<file path="src/verilog/fe_cfg.svh">
`ifndef FE_CFG_SVH
`define FE_CFG_SVH

// first pair fetched after reset, must be 8-byte aligned
`define FE_RESET_PC 32'h0000_1000

// instruction queue entries, power of two
`define FE_QUEUE_DEPTH 8

// direct-mapped btb entries, power of two
`define FE_BTB_ENTRIES 8

`endif

</file>
<file path="src/verilog/fe_pkg.sv">
`include "fe_cfg.svh"

package fe_pkg;

    typedef logic [31:0] pc_t;

    // wishbone word address of an instruction pair
    typedef logic [28:0] bus_adr_t;

    // records moved per cycle, 0..2
    typedef logic [1:0] num_t;

    localparam int QUEUE_AW = $clog2(`FE_QUEUE_DEPTH);

    typedef logic [QUEUE_AW-1:0] qidx_t;
    typedef logic [QUEUE_AW:0] qcount_t;

    typedef enum logic [1:0] {
        IDLE,
        BUS,
        DISCARD
    } fetch_state_e;

endpackage

</file>
<file path="src/verilog/isa_pkg.sv">
package isa_pkg;

    typedef logic [31:0] inst_word_t;

    typedef logic [4:0] reg_idx_t;

    // register-use class from opcode bits 31:28
    typedef enum logic [3:0] {
        CLS_RRW = 4'd0,
        CLS_RW  = 4'd1,
        CLS_RR  = 4'd2,
        CLS_BL  = 4'd3,
        CLS_W   = 4'd4,
        CLS_I   = 4'd15
    } reg_class_e;

    // bl writes the return address here
    localparam reg_idx_t LINK_REG = 5'd1;

endpackage

</file>
<file path="src/verilog/fetch_unit.sv">
`timescale 1ns/1ps

module fetch_unit (
    input  logic                          clk,
    input  logic                          rst_i,
    input  fe_pkg::pc_t                   fetch_pc_i,
    input  logic                          wr_room_i,
    input  logic                          flush_i,
    input  logic [63:0]                   wb_dat_i,
    input  logic                          wb_ack_i,
    output logic                          pc_take_o,
    output logic                          wb_cyc_o,
    output logic                          wb_stb_o,
    output fe_pkg::bus_adr_t              wb_adr_o,
    output logic                          words_valid_o,
    output isa_pkg::inst_word_t [1:0]     words_o
);
    fe_pkg::fetch_state_e state;
    fe_pkg::fetch_state_e state_nx;

    // wait out the cycle a pair is written, its entries are not yet counted
    assign pc_take_o = state == fe_pkg::IDLE && wr_room_i && !flush_i && !words_valid_o;

    // classic cycle, stb follows cyc for the whole read
    assign wb_cyc_o = state != fe_pkg::IDLE;
    assign wb_stb_o = wb_cyc_o;

    always_comb begin
        state_nx = state;
        case (state)
            fe_pkg::IDLE: begin
                if (pc_take_o) begin
                    state_nx = fe_pkg::BUS;
                end
            end
            fe_pkg::BUS: begin
                if (wb_ack_i) begin
                    state_nx = fe_pkg::IDLE;
                end else if (flush_i) begin
                    state_nx = fe_pkg::DISCARD;
                end
            end
            fe_pkg::DISCARD: begin
                if (wb_ack_i) begin
                    state_nx = fe_pkg::IDLE;
                end
            end
            default: begin
                state_nx = fe_pkg::IDLE;
            end
        endcase
    end

    always_ff @(posedge clk) begin
        if (rst_i) begin
            state         <= fe_pkg::IDLE;
            words_valid_o <= 1'b0;
        end else begin
            state         <= state_nx;
            // a flush on the ack cycle drops the pair as well
            words_valid_o <= state == fe_pkg::BUS && wb_ack_i && !flush_i;
        end
    end

    always_ff @(posedge clk) begin
        if (pc_take_o) begin
            wb_adr_o <= fetch_pc_i[31:3];
        end
        if (state == fe_pkg::BUS && wb_ack_i) begin
            words_o <= wb_dat_i;
        end
    end

endmodule

</file>
<file path="src/verilog/frontend.sv">
`timescale 1ns/1ps

module frontend (
    input  logic                          clk,
    input  logic                          rst_i,
    output logic                          wb_cyc_o,
    output logic                          wb_stb_o,
    output fe_pkg::bus_adr_t              wb_adr_o,
    input  logic [63:0]                   wb_dat_i,
    input  logic                          wb_ack_i,
    input  logic                          flush_i,
    input  fe_pkg::pc_t                   flush_pc_i,
    input  logic                          upd_valid_i,
    input  fe_pkg::pc_t                   upd_pc_i,
    input  fe_pkg::pc_t                   upd_target_i,
    input  logic                          upd_taken_i,
    output logic [1:0]                    out_valid_o,
    output fe_pkg::pc_t [1:0]             out_pc_o,
    output isa_pkg::inst_word_t [1:0]     out_word_o,
    output isa_pkg::reg_idx_t [1:0]       out_rs0_o,
    output isa_pkg::reg_idx_t [1:0]       out_rs1_o,
    output isa_pkg::reg_idx_t [1:0]       out_rd_o,
    output logic [1:0]                    out_pred_taken_o,
    input  fe_pkg::num_t                  deq_num_i
);
    fe_pkg::pc_t               fetch_pc;
    fe_pkg::pc_t               pred_pc;
    logic [1:0]                pred_mask;
    logic                      pred_taken;
    logic                      pc_take;
    logic                      wr_room;
    logic                      words_valid;
    isa_pkg::inst_word_t [1:0] words;
    logic                      wr_en;
    fe_pkg::num_t              wr_num;
    fe_pkg::pc_t [1:0]         wr_pc;
    isa_pkg::inst_word_t [1:0] wr_word;
    isa_pkg::reg_idx_t [1:0]   wr_rs0;
    isa_pkg::reg_idx_t [1:0]   wr_rs1;
    isa_pkg::reg_idx_t [1:0]   wr_rd;
    logic [1:0]                wr_taken;

    // target has no consumer until a decode stage checks it
    next_pc_predictor u_predictor (
        .clk,
        .rst_i,
        .pc_take_i     (pc_take),
        .flush_i,
        .flush_pc_i,
        .upd_valid_i,
        .upd_pc_i,
        .upd_target_i,
        .upd_taken_i,
        .fetch_pc_o    (fetch_pc),
        .pred_pc_o     (pred_pc),
        .pred_mask_o   (pred_mask),
        .pred_taken_o  (pred_taken),
        .pred_target_o ()
    );

    fetch_unit u_fetch (
        .clk,
        .rst_i,
        .fetch_pc_i    (fetch_pc),
        .wr_room_i     (wr_room),
        .flush_i,
        .wb_dat_i,
        .wb_ack_i,
        .pc_take_o     (pc_take),
        .wb_cyc_o,
        .wb_stb_o,
        .wb_adr_o,
        .words_valid_o (words_valid),
        .words_o       (words)
    );

    inst_packer u_packer (
        .words_valid_i (words_valid),
        .words_i       (words),
        .pred_pc_i     (pred_pc),
        .pred_mask_i   (pred_mask),
        .pred_taken_i  (pred_taken),
        .wr_en_o       (wr_en),
        .wr_num_o      (wr_num),
        .wr_pc_o       (wr_pc),
        .wr_word_o     (wr_word),
        .wr_rs0_o      (wr_rs0),
        .wr_rs1_o      (wr_rs1),
        .wr_rd_o       (wr_rd),
        .wr_taken_o    (wr_taken)
    );

    inst_queue u_queue (
        .clk,
        .rst_i,
        .flush_i,
        .wr_en_i       (wr_en),
        .wr_num_i      (wr_num),
        .wr_pc_i       (wr_pc),
        .wr_word_i     (wr_word),
        .wr_rs0_i      (wr_rs0),
        .wr_rs1_i      (wr_rs1),
        .wr_rd_i       (wr_rd),
        .wr_taken_i    (wr_taken),
        .deq_num_i,
        .wr_room_o     (wr_room),
        .out_valid_o,
        .out_pc_o,
        .out_word_o,
        .out_rs0_o,
        .out_rs1_o,
        .out_rd_o,
        .out_pred_taken_o
    );

endmodule

</file>
<file path="src/verilog/inst_packer.sv">
`timescale 1ns/1ps

module inst_packer (
    input  logic                          words_valid_i,
    input  isa_pkg::inst_word_t [1:0]     words_i,
    input  fe_pkg::pc_t                   pred_pc_i,
    input  logic [1:0]                    pred_mask_i,
    input  logic                          pred_taken_i,
    output logic                          wr_en_o,
    output fe_pkg::num_t                  wr_num_o,
    output fe_pkg::pc_t [1:0]             wr_pc_o,
    output isa_pkg::inst_word_t [1:0]     wr_word_o,
    output isa_pkg::reg_idx_t [1:0]       wr_rs0_o,
    output isa_pkg::reg_idx_t [1:0]       wr_rs1_o,
    output isa_pkg::reg_idx_t [1:0]       wr_rd_o,
    output logic [1:0]                    wr_taken_o
);
    // packed as {rs0, rs1, rd}
    function automatic logic [14:0] reg_info(input isa_pkg::inst_word_t w);
        isa_pkg::reg_class_e cls;
        logic [14:0]         ret;
        cls = w[31:28] <= 4'd4 ? isa_pkg::reg_class_e'(w[31:28]) : isa_pkg::CLS_I;
        case (cls)
            isa_pkg::CLS_RRW: ret = {w[14:10], w[9:5], w[4:0]};
            isa_pkg::CLS_RW:  ret = {5'd0, w[9:5], w[4:0]};
            isa_pkg::CLS_RR:  ret = {w[4:0], w[9:5], 5'd0};
            isa_pkg::CLS_BL:  ret = {10'd0, isa_pkg::LINK_REG};
            isa_pkg::CLS_W:   ret = {10'd0, w[4:0]};
            default:          ret = '0;
        endcase
        return ret;
    endfunction

    logic [1:0]          slot_v;
    isa_pkg::inst_word_t first_word;
    logic [14:0]         info0;
    logic [14:0]         info1;

    assign slot_v   = pred_mask_i & {2{words_valid_i}};
    assign wr_en_o  = |slot_v;
    assign wr_num_o = {slot_v[0] & slot_v[1], slot_v[0] ^ slot_v[1]};

    // output slot 0 takes the first valid word of the pair
    assign first_word = slot_v[0] ? words_i[0] : words_i[1];
    assign wr_word_o  = {words_i[1], first_word};
    assign wr_pc_o[0] = {pred_pc_i[31:3], !slot_v[0], 2'b00};
    assign wr_pc_o[1] = {pred_pc_i[31:3], 3'b100};

    assign info0 = reg_info(first_word);
    assign info1 = reg_info(words_i[1]);
    assign wr_rs0_o = {info1[14:10], info0[14:10]};
    assign wr_rs1_o = {info1[9:5], info0[9:5]};
    assign wr_rd_o  = {info1[4:0], info0[4:0]};

    // the predicted branch ends the pair
    assign wr_taken_o = {pred_taken_i && wr_num_o == 2'd2, pred_taken_i && wr_num_o == 2'd1};

endmodule

</file>
<file path="src/verilog/inst_queue.sv">
`timescale 1ns/1ps
`include "fe_cfg.svh"

module inst_queue (
    input  logic                          clk,
    input  logic                          rst_i,
    input  logic                          flush_i,
    input  logic                          wr_en_i,
    input  fe_pkg::num_t                  wr_num_i,
    input  fe_pkg::pc_t [1:0]             wr_pc_i,
    input  isa_pkg::inst_word_t [1:0]     wr_word_i,
    input  isa_pkg::reg_idx_t [1:0]       wr_rs0_i,
    input  isa_pkg::reg_idx_t [1:0]       wr_rs1_i,
    input  isa_pkg::reg_idx_t [1:0]       wr_rd_i,
    input  logic [1:0]                    wr_taken_i,
    input  fe_pkg::num_t                  deq_num_i,
    output logic                          wr_room_o,
    output logic [1:0]                    out_valid_o,
    output fe_pkg::pc_t [1:0]             out_pc_o,
    output isa_pkg::inst_word_t [1:0]     out_word_o,
    output isa_pkg::reg_idx_t [1:0]       out_rs0_o,
    output isa_pkg::reg_idx_t [1:0]       out_rs1_o,
    output isa_pkg::reg_idx_t [1:0]       out_rd_o,
    output logic [1:0]                    out_pred_taken_o
);
    localparam int DEPTH = `FE_QUEUE_DEPTH;

    fe_pkg::pc_t         pc_mem    [DEPTH];
    isa_pkg::inst_word_t word_mem  [DEPTH];
    isa_pkg::reg_idx_t   rs0_mem   [DEPTH];
    isa_pkg::reg_idx_t   rs1_mem   [DEPTH];
    isa_pkg::reg_idx_t   rd_mem    [DEPTH];
    logic                taken_mem [DEPTH];

    fe_pkg::qidx_t   head;
    fe_pkg::qidx_t   head_nx;
    fe_pkg::qidx_t   tail;
    fe_pkg::qidx_t   tail_nx;
    fe_pkg::qcount_t count;
    fe_pkg::num_t    wr_n;
    fe_pkg::num_t    avail;
    fe_pkg::num_t    deq_n;

    assign head_nx = head + 1'b1;
    assign tail_nx = tail + 1'b1;
    assign wr_n    = wr_en_i ? wr_num_i : 2'd0;

    assign out_valid_o = {count >= 2, count != 0};
    assign avail       = {out_valid_o[1], out_valid_o[0] & !out_valid_o[1]};
    // never pop more than is shown
    assign deq_n       = deq_num_i > avail ? avail : deq_num_i;
    assign wr_room_o   = count <= fe_pkg::qcount_t'(DEPTH - 2);

    always_ff @(posedge clk) begin
        if (rst_i || flush_i) begin
            head  <= '0;
            tail  <= '0;
            count <= '0;
        end else begin
            head  <= head + deq_n;
            tail  <= tail + wr_n;
            count <= count + wr_n - deq_n;
        end
    end

    always_ff @(posedge clk) begin
        if (wr_n != 2'd0 && !flush_i) begin
            pc_mem[tail]    <= wr_pc_i[0];
            word_mem[tail]  <= wr_word_i[0];
            rs0_mem[tail]   <= wr_rs0_i[0];
            rs1_mem[tail]   <= wr_rs1_i[0];
            rd_mem[tail]    <= wr_rd_i[0];
            taken_mem[tail] <= wr_taken_i[0];
            if (wr_n == 2'd2) begin
                pc_mem[tail_nx]    <= wr_pc_i[1];
                word_mem[tail_nx]  <= wr_word_i[1];
                rs0_mem[tail_nx]   <= wr_rs0_i[1];
                rs1_mem[tail_nx]   <= wr_rs1_i[1];
                rd_mem[tail_nx]    <= wr_rd_i[1];
                taken_mem[tail_nx] <= wr_taken_i[1];
            end
        end
    end

    // read side straight from head
    assign out_pc_o         = {pc_mem[head_nx], pc_mem[head]};
    assign out_word_o       = {word_mem[head_nx], word_mem[head]};
    assign out_rs0_o        = {rs0_mem[head_nx], rs0_mem[head]};
    assign out_rs1_o        = {rs1_mem[head_nx], rs1_mem[head]};
    assign out_rd_o         = {rd_mem[head_nx], rd_mem[head]};
    assign out_pred_taken_o = {taken_mem[head_nx], taken_mem[head]};

endmodule

</file>
<file path="src/verilog/next_pc_predictor.sv">
`timescale 1ns/1ps
`include "fe_cfg.svh"

module next_pc_predictor (
    input  logic        clk,
    input  logic        rst_i,
    input  logic        pc_take_i,
    input  logic        flush_i,
    input  fe_pkg::pc_t flush_pc_i,
    input  logic        upd_valid_i,
    input  fe_pkg::pc_t upd_pc_i,
    input  fe_pkg::pc_t upd_target_i,
    input  logic        upd_taken_i,
    output fe_pkg::pc_t fetch_pc_o,
    output fe_pkg::pc_t pred_pc_o,
    output logic [1:0]  pred_mask_o,
    output logic        pred_taken_o,
    output fe_pkg::pc_t pred_target_o
);
    localparam int IDX_W = $clog2(`FE_BTB_ENTRIES);
    localparam int TAG_W = 29 - IDX_W;

    logic [`FE_BTB_ENTRIES-1:0] btb_valid;
    logic [TAG_W-1:0]           btb_tag    [`FE_BTB_ENTRIES];
    logic                       btb_slot   [`FE_BTB_ENTRIES];
    fe_pkg::pc_t                btb_target [`FE_BTB_ENTRIES];

    logic [IDX_W-1:0] rd_idx;
    logic [IDX_W-1:0] upd_idx;
    logic             hit;
    logic             taken;
    logic [1:0]       mask;
    fe_pkg::pc_t      next_pc;

    assign rd_idx  = fetch_pc_o[IDX_W+2:3];
    assign upd_idx = upd_pc_i[IDX_W+2:3];
    assign hit     = btb_valid[rd_idx] && btb_tag[rd_idx] == fetch_pc_o[31:IDX_W+3];

    // a slot 0 branch is not fetched when entering at slot 1
    assign taken   = hit && (btb_slot[rd_idx] || !fetch_pc_o[2]);
    assign mask    = {!(taken && !btb_slot[rd_idx]), !fetch_pc_o[2]};
    assign next_pc = taken ? btb_target[rd_idx] : {fetch_pc_o[31:3], 3'b000} + 32'd8;

    always_ff @(posedge clk) begin
        if (rst_i) begin
            fetch_pc_o <= `FE_RESET_PC;
        end else if (flush_i) begin
            fetch_pc_o <= flush_pc_i;
        end else if (pc_take_i) begin
            fetch_pc_o <= next_pc;
        end
    end

    always_ff @(posedge clk) begin
        if (rst_i) begin
            btb_valid <= '0;
        end else if (upd_valid_i) begin
            if (upd_taken_i) begin
                btb_valid[upd_idx] <= 1'b1;
            end else if (btb_tag[upd_idx] == upd_pc_i[31:IDX_W+3]) begin
                btb_valid[upd_idx] <= 1'b0;
            end
        end
    end

    always_ff @(posedge clk) begin
        if (upd_valid_i && upd_taken_i) begin
            btb_tag[upd_idx]    <= upd_pc_i[31:IDX_W+3];
            btb_slot[upd_idx]   <= upd_pc_i[2];
            btb_target[upd_idx] <= upd_target_i;
        end
    end

    // prediction travels with the pair until the words return
    always_ff @(posedge clk) begin
        if (pc_take_i) begin
            pred_pc_o     <= fetch_pc_o;
            pred_mask_o   <= mask;
            pred_taken_o  <= taken;
            pred_target_o <= btb_target[rd_idx];
        end
    end

endmodule
</file>
<file path="config.mk">
export PLATFORM = sky130hd
export DESIGN_NAME = frontend
export DESIGN_NICKNAME = d
export VERILOG_FILES = /design/src/verilog/fe_pkg.sv /design/src/verilog/isa_pkg.sv /design/src/verilog/fetch_unit.sv /design/src/verilog/frontend.sv /design/src/verilog/inst_packer.sv /design/src/verilog/inst_queue.sv /design/src/verilog/next_pc_predictor.sv
export VERILOG_INCLUDE_DIRS = /design/src /design/src/verilog
export SDC_FILE = /design/constraint.sdc
export NUM_CORES = 2
export LEC_CHECK = 0
export BUFFER_PORTS_ARGS = -buffer_cell sky130_fd_sc_hd__buf_2
export CAP_MARGIN = 20
export CORE_MARGIN = 3
export CORE_UTILIZATION = 40
export CTS_CLUSTER_DIAMETER = 80
export DETAILED_ROUTE_END_ITERATION = 10
export PLACE_DENSITY = 0.62
export SYNTH_ARGS = -nofsm -noshare
export SYNTH_HDL_FRONTEND = slang
export SYNTH_SLANG_ARGS = --single-unit
</file>
<file path="constraint.sdc">
create_clock -name clk -period 8.2 [get_ports clk]
set_input_delay 1.64 -clock clk [delete_from_list [all_inputs] [get_ports clk]]
set_output_delay 1.64 -clock clk [all_outputs]
set_load 0.02 [all_outputs]
</file>
# --- Word-level counts from Yosys, hierarchy flattened ---
# Memory sizes are Yosys's and may differ from the RTL's. A register that Yosys moved wholly into a read port is not among the register bits.
# Cells that the tools add are included.
word_totals:
  mem_bits_ro: 0
  output_inout_bits: 193
  latchBits: 0
  register_bits: 181
  ram_bits: 1096
  mem_count: 9
op_classes:
  eq_ne: 18
  addsub: 7
  magnitude_cmp: 8
  multipliers: 0
  reduce_logical: 33
  bitwise_logic: 7
  muxes: 40
  shifts: 0
  div: 0
mem_list:
  columns: ["name", "depth", "width", "rd", "rd_ports_with_merged_regs", "write_ports", "line", "source"]
  rows:
  - ["u_predictor.btb_target", 8, 32, 1, 1, 1, "next_pc_predictor.sv:26", "fe_pkg::pc_t btb_target [`FE_BTB_ENTRIES];"]
  - ["u_queue.word_mem", 8, 32, 2, 1, 2, "inst_queue.sv:29", "isa_pkg::inst_word_t word_mem [DEPTH];"]
  - ["u_queue.pc_mem", 8, 30, 2, 1, 2, "inst_queue.sv:28", "fe_pkg::pc_t pc_mem [DEPTH];"]
  - ["u_predictor.btb_tag", 8, 26, 2, 1, 1, "next_pc_predictor.sv:24", "logic [TAG_W-1:0] btb_tag [`FE_BTB_ENTRIES];"]
  - ["u_queue.rd_mem", 8, 5, 2, 1, 2, "inst_queue.sv:32", "isa_pkg::reg_idx_t rd_mem [DEPTH];"]
  - ["u_queue.rs0_mem", 8, 5, 2, 1, 2, "inst_queue.sv:30", "isa_pkg::reg_idx_t rs0_mem [DEPTH];"]
  - ["3 more memories", null, null, null, null, null, null, null]
ops:
  columns: ["cell", "n"]
  rows:
  - ["one-hot mux 15 bit (5 select lines)", 2]
  - ["two-way mux 32 bit", 4]
  - ["== test 26 bit", 2]
  - ["two-way mux 3 bit", 12]
  - ["adder 32 x 4 -> 32 bit (second input constant)", 1]
  - ["== test 4 x 2 -> 1 bit (second input constant)", 4]
  - ["two-way mux 8 bit", 2]
  - ["logical AND 1 bit", 13]
  - ["less-or-equal comparator 4 x 3 -> 1 bit (second input constant)", 3]
  - ["two-way mux 2 bit", 6]
  - ["two-way mux 1 bit", 9]
  - ["AND 8 bit", 1]
  - ["== test 4 x 1 -> 1 bit (second input constant)", 2]
  - ["== test 4 x 3 -> 1 bit (second input constant)", 2]
  - ["zero test 4 bit", 2]
  - ["< comparator 3 x 4 -> 1 bit (second input constant)", 2]
  - ["two-way mux 4 bit", 2]
  - ["NOT 8 bit", 1]
  - ["bitwise OR 8 bit", 1]
  - ["nonzero test 2 bit", 4]
  - ["zero test 1 bit", 7]
  - ["adder 3 x 1 -> 3 bit (second input constant)", 2]
  - ["adder 3 x 2 -> 3 bit", 2]
  - ["== test 2 bit (second input constant)", 3]
  - ["other kinds (20)", 24]

# --- Longest topological paths before layout ---
depth:
  ltp_word: 9
  mapped_depth: 14
  depth_no_buf: 14

# --- Cells and area by module ---
# Synthesis repeated with hierarchy kept, for this count alone.
hier_totals:
  cells_unflattened: 3749
  area_unflattened_um2: 66492.5
modules_own_cells:
  columns: ["module", "instances", "seq_area_each_um2", "cells_per_inst", "area_per_inst_um2"]
  rows:
  - ["inst_queue", 1, 19418.6, 2017, 37141.9]
  - ["next_pc_predictor", 1, 17046.3, 1378, 24751.2]
  - ["fetch_unit", 1, 2852.7, 108, 2952.8]
  - ["inst_packer", 1, 0.0, 246, 1646.6]

# --- Least setup slack after synthesis ---
# Ideal clock, no wire load.
synth_path:
  path_kind: "input port to flip-flop"
  from: "input upd_pc_i[4]"
  to: "register with a tool-made name"
  required_ns: 8.111
  slack_ns: 0.797
  setup_ns: 0.089
  path_stages: 8
  arrival_time_ns: 7.314
  cell_sequence: "buf_2 buf_2 buf_2 buf_1 nand3_1 nor3_1 o21ai_0 a31oi_1"
synth_rtl:
  columns: ["item", "line", "source"]
  rows:
  - ["from (decl)", "frontend.sv:14", "input fe_pkg::pc_t upd_pc_i,"]

==> impl_metrics.yaml <==
worst_setup_path:
  reg2reg_slack_ns: 3.45
  rr_worst_depth: 10
  worstPathRequired_ns: 6.56
  setup.worst_path.start_class: "flop"
  crit_fanout: 50
  worstSetupPathType: "flop to output pin"
  crit_arrival_ns: 4.30
  r2r-end: "u_predictor.fetch_pc_o[28]$_SDFFE_PP0N_"
  cp-startpoint: "u_queue.head[1]$_SDFF_PP0_"
  end_kind: "output pin"
global_routing:
  antenna_found_initial: 42
  grt_pass1_vias: 36500
  overflow: 0
  grt_max_degree: 116
  grt_pass1_wl_um: 253000
  grtUsageTotal_pct: 22.1
logic_synthesis:
  synth_area_per_cell_um2: 15.1
  synthesis.area_um2: 60200
  synth_edf_count: 1168
  synth_ff_type: "edfxtp_1"
  yosysWarnings: 0
  ys_async_sr_fraction_pct: 0
  syn_inst: 3988
  ys_seq_area_share_pct: 60.3
  synth.distinct_cells: 68
  synth_seq_cells: 1230
placement:
  hpwl_um: 107000
  port_buffers: 350
  place.gp.congestion: 0.823
clock_network:
  cts-root-buf: "clkbuf_16"
  cts_max_level: 4
  numCtsBuffers: 139
  post-cts-setup-buffers: 0
  clock_sinks: 1230
  clock_path_buffers: 3
  clock_latency_ns: 0.78
  tritoncts: "built"
  ctsHoldBuffers: 0
  clk_pin_slew_worst_paths_ns: 0.06
  cts_resized: 0
routing:
  viasPerCell: 5.81
  wl_per_cell_um: 27.5
  vias: 36800
  drt-initial-drc-count: 3773
  dr_wl_met2_um: 82000
  wl_met1_um: 69900
  top_layer: "met5"
  ant_nets: 0
  wirelength_um: 174000
  dr.pass1.iters: 6
  drc: 0
  met3WireLength_um: 17400
timing:
  grt_setup_unrepaired: "no"
  tns_ns: 0
  tightest_slew_ns: 1.10
  finalHoldViolCount: 0
  final-setup-viol-count: 0
  max_freq_ghz: 0.168
  timing_max_transition_violations_final: 0
  fin_skew_ns: 0.0326
  period_minus_slack_ns: 5.94
  slew_headroom_pct: 24.8
  whs_ns: 0.477
  period_share_pct: 72.4
finish:
  drive_above_1_share_pct: 30.9
  nets: 4396
  final_common_cell: "edfxtp_1"
  final_core_util_pct: 45.9
  areaGrowthSynthToFinish_pct: 13.4
  final_cell_mix: "edfxtp_1, mux4_2, buf_2"
die:
  fp.dieArea_um2: 155000
  core_area_um2: 149000
  die_x_um: 394
  core.rowCount: 141
  start_util_pct: 40.5
  die_h_um: 394
  io_pins: 361
power_and_ir_drop:
  irDropWorstVdd_mv: 0.195
  p_per_area_nw_per_um2: 248
  total_leakage_power_nw: 22.2
worst_hold_path:
  hp-start: "u_fetch.state[1]$_SDFFE_PP0P_"
  min_to: "u_fetch.state[0]$_SDFFE_PP0P_"
  hp-class: "flop to flop"
  hold_depth: 1
job:
  drv_cap: 0
status:
  status: "completed"
[layer usage]
| metal | global-route usage, % | vias up |
|---|---|---|
| met5 | 0 | - |
| met4 | 6.28 | 10 |
| met3 | 6.33 | 303 |
| met2 | 35.1 | 1675 |
| met1 | 29.8 | 18800 |
| li1 | - | 16000 |
[registers in the layout, summed over array words and instances (netlist names), named ones only]
| signal | flops |
|---|---|
| u_queue.rs0_mem | 40 |
| u_queue.word_mem | 256 |
| u_fetch.words_valid_o | 1 |
| u_queue.pc_mem | 240 |
| u_fetch.state | 2 |
| u_predictor.btb_tag | 208 |
| u_queue.head | 3 |
| u_predictor.pred_mask_o | 2 |
| u_predictor.pred_taken_o | 1 |
| u_queue.count | 4 |
| u_predictor.fetch_pc_o | 30 |
| u_predictor.btb_target | 240 |
| u_queue.rs1_mem | 40 |
| u_predictor.pred_pc_o | 29 |
| u_queue.tail | 3 |
| u_queue.rd_mem | 40 |
| u_fetch.words_o | 64 |
| u_predictor.btb_slot | 8 |
| u_queue.taken_mem | 8 |
[how the worst max path moves through the flow]
stage / endpoint / cells after the start / slack (ns)
6_report: out_pc_o[41] / 5 / 2.26
5_1_grt: out_pc_o[41] / 5 / 1.96
4_1_cts: out_pc_o[41] / 5 / 2.10
3_5_place_dp: u_queue.word_mem[0][27]$_DFFE_PP_ / 9 / 2.27
3_3_place_gp: u_queue.word_mem[0][25]$_DFFE_PP_ / 9 / 2.28
2_1_floorplan: flop / 8 / 0.80
[worst max-delay path, stage by stage, from the launching register on]
cell     delay [ns]
dfxtp_4        0.88
ha_4           0.82
buf_4          0.79
mux4_2         0.42
mux2_2         0.37
buf_2          0.19
[through the flow]
stage	worst slack, ns	total power [mW]	cells	area [um^2]
4_1_cts	2.10	17.1	6314	68200
3_3_place_gp	2.28	11.1	6065	63800
6_report	2.26	16.9	6329	68200
2_1_floorplan	0.797	9.89	3991	60200
3_5_place_dp	2.27	11.1	6066	63800
5_1_grt	1.96	17.6	6319	68200
[power by group]
part | total, mW | switching, mW | leakage [nW] | internal, mW
registers | 7.31 | 0.283 | 11.2 | 7.02
clock network | 5.98 | 2.59 | 2.12 | 3.40
logic | 3.63 | 1.98 | 8.89 | 1.65
[kinds of logic after synthesis]
kind of cell	synth area share [%]
flip-flops	60.3
other	0.00623
AO/OA/AOI/OAI	5.55
buffers and inverters	2.82
multiplexers	22.3
AND/OR/NAND/NOR	7.51
XOR/XNOR	1.02
adder cells (fa/ha/maj)	0.466
[layout make-up]
cell class,count,area (um^2)
fillers,12900,80300
well taps,2002,2500
clock inverters,70,608
clock buffers,178,3730
multi-input cells,2371,22400
flip-flops and latches,1230,36300
inverters,26,109
repair buffers,440,2480
diodes,12,30.0
[cells in the mapped netlist (all sizes together) (14+ instances only)]
cell	count	area, um^2
ha	16	200
edfxtp	1168	35100
o21ai	132	661
nor2b	130	813
and3	14	87.6
xnor2	43	377
a21oi	294	1470
nor2	333	1250
o22ai	15	93.8
nand3	27	140
a31oi	14	87.6
clkbuf	214	803
nor3	26	130
a22oi	24	180
and2	135	845
mux2	216	2440
mux2i	111	1110
xor2	27	236
inv	25	93.8
nand2	195	732
nand4	14	87.6
buf	150	796
nand2b	26	163
a221oi	26	228
mux4	437	9860
o311ai	15	131
dfxtp	62	1240
Note: power is estimated with default switching activity, not from simulation.
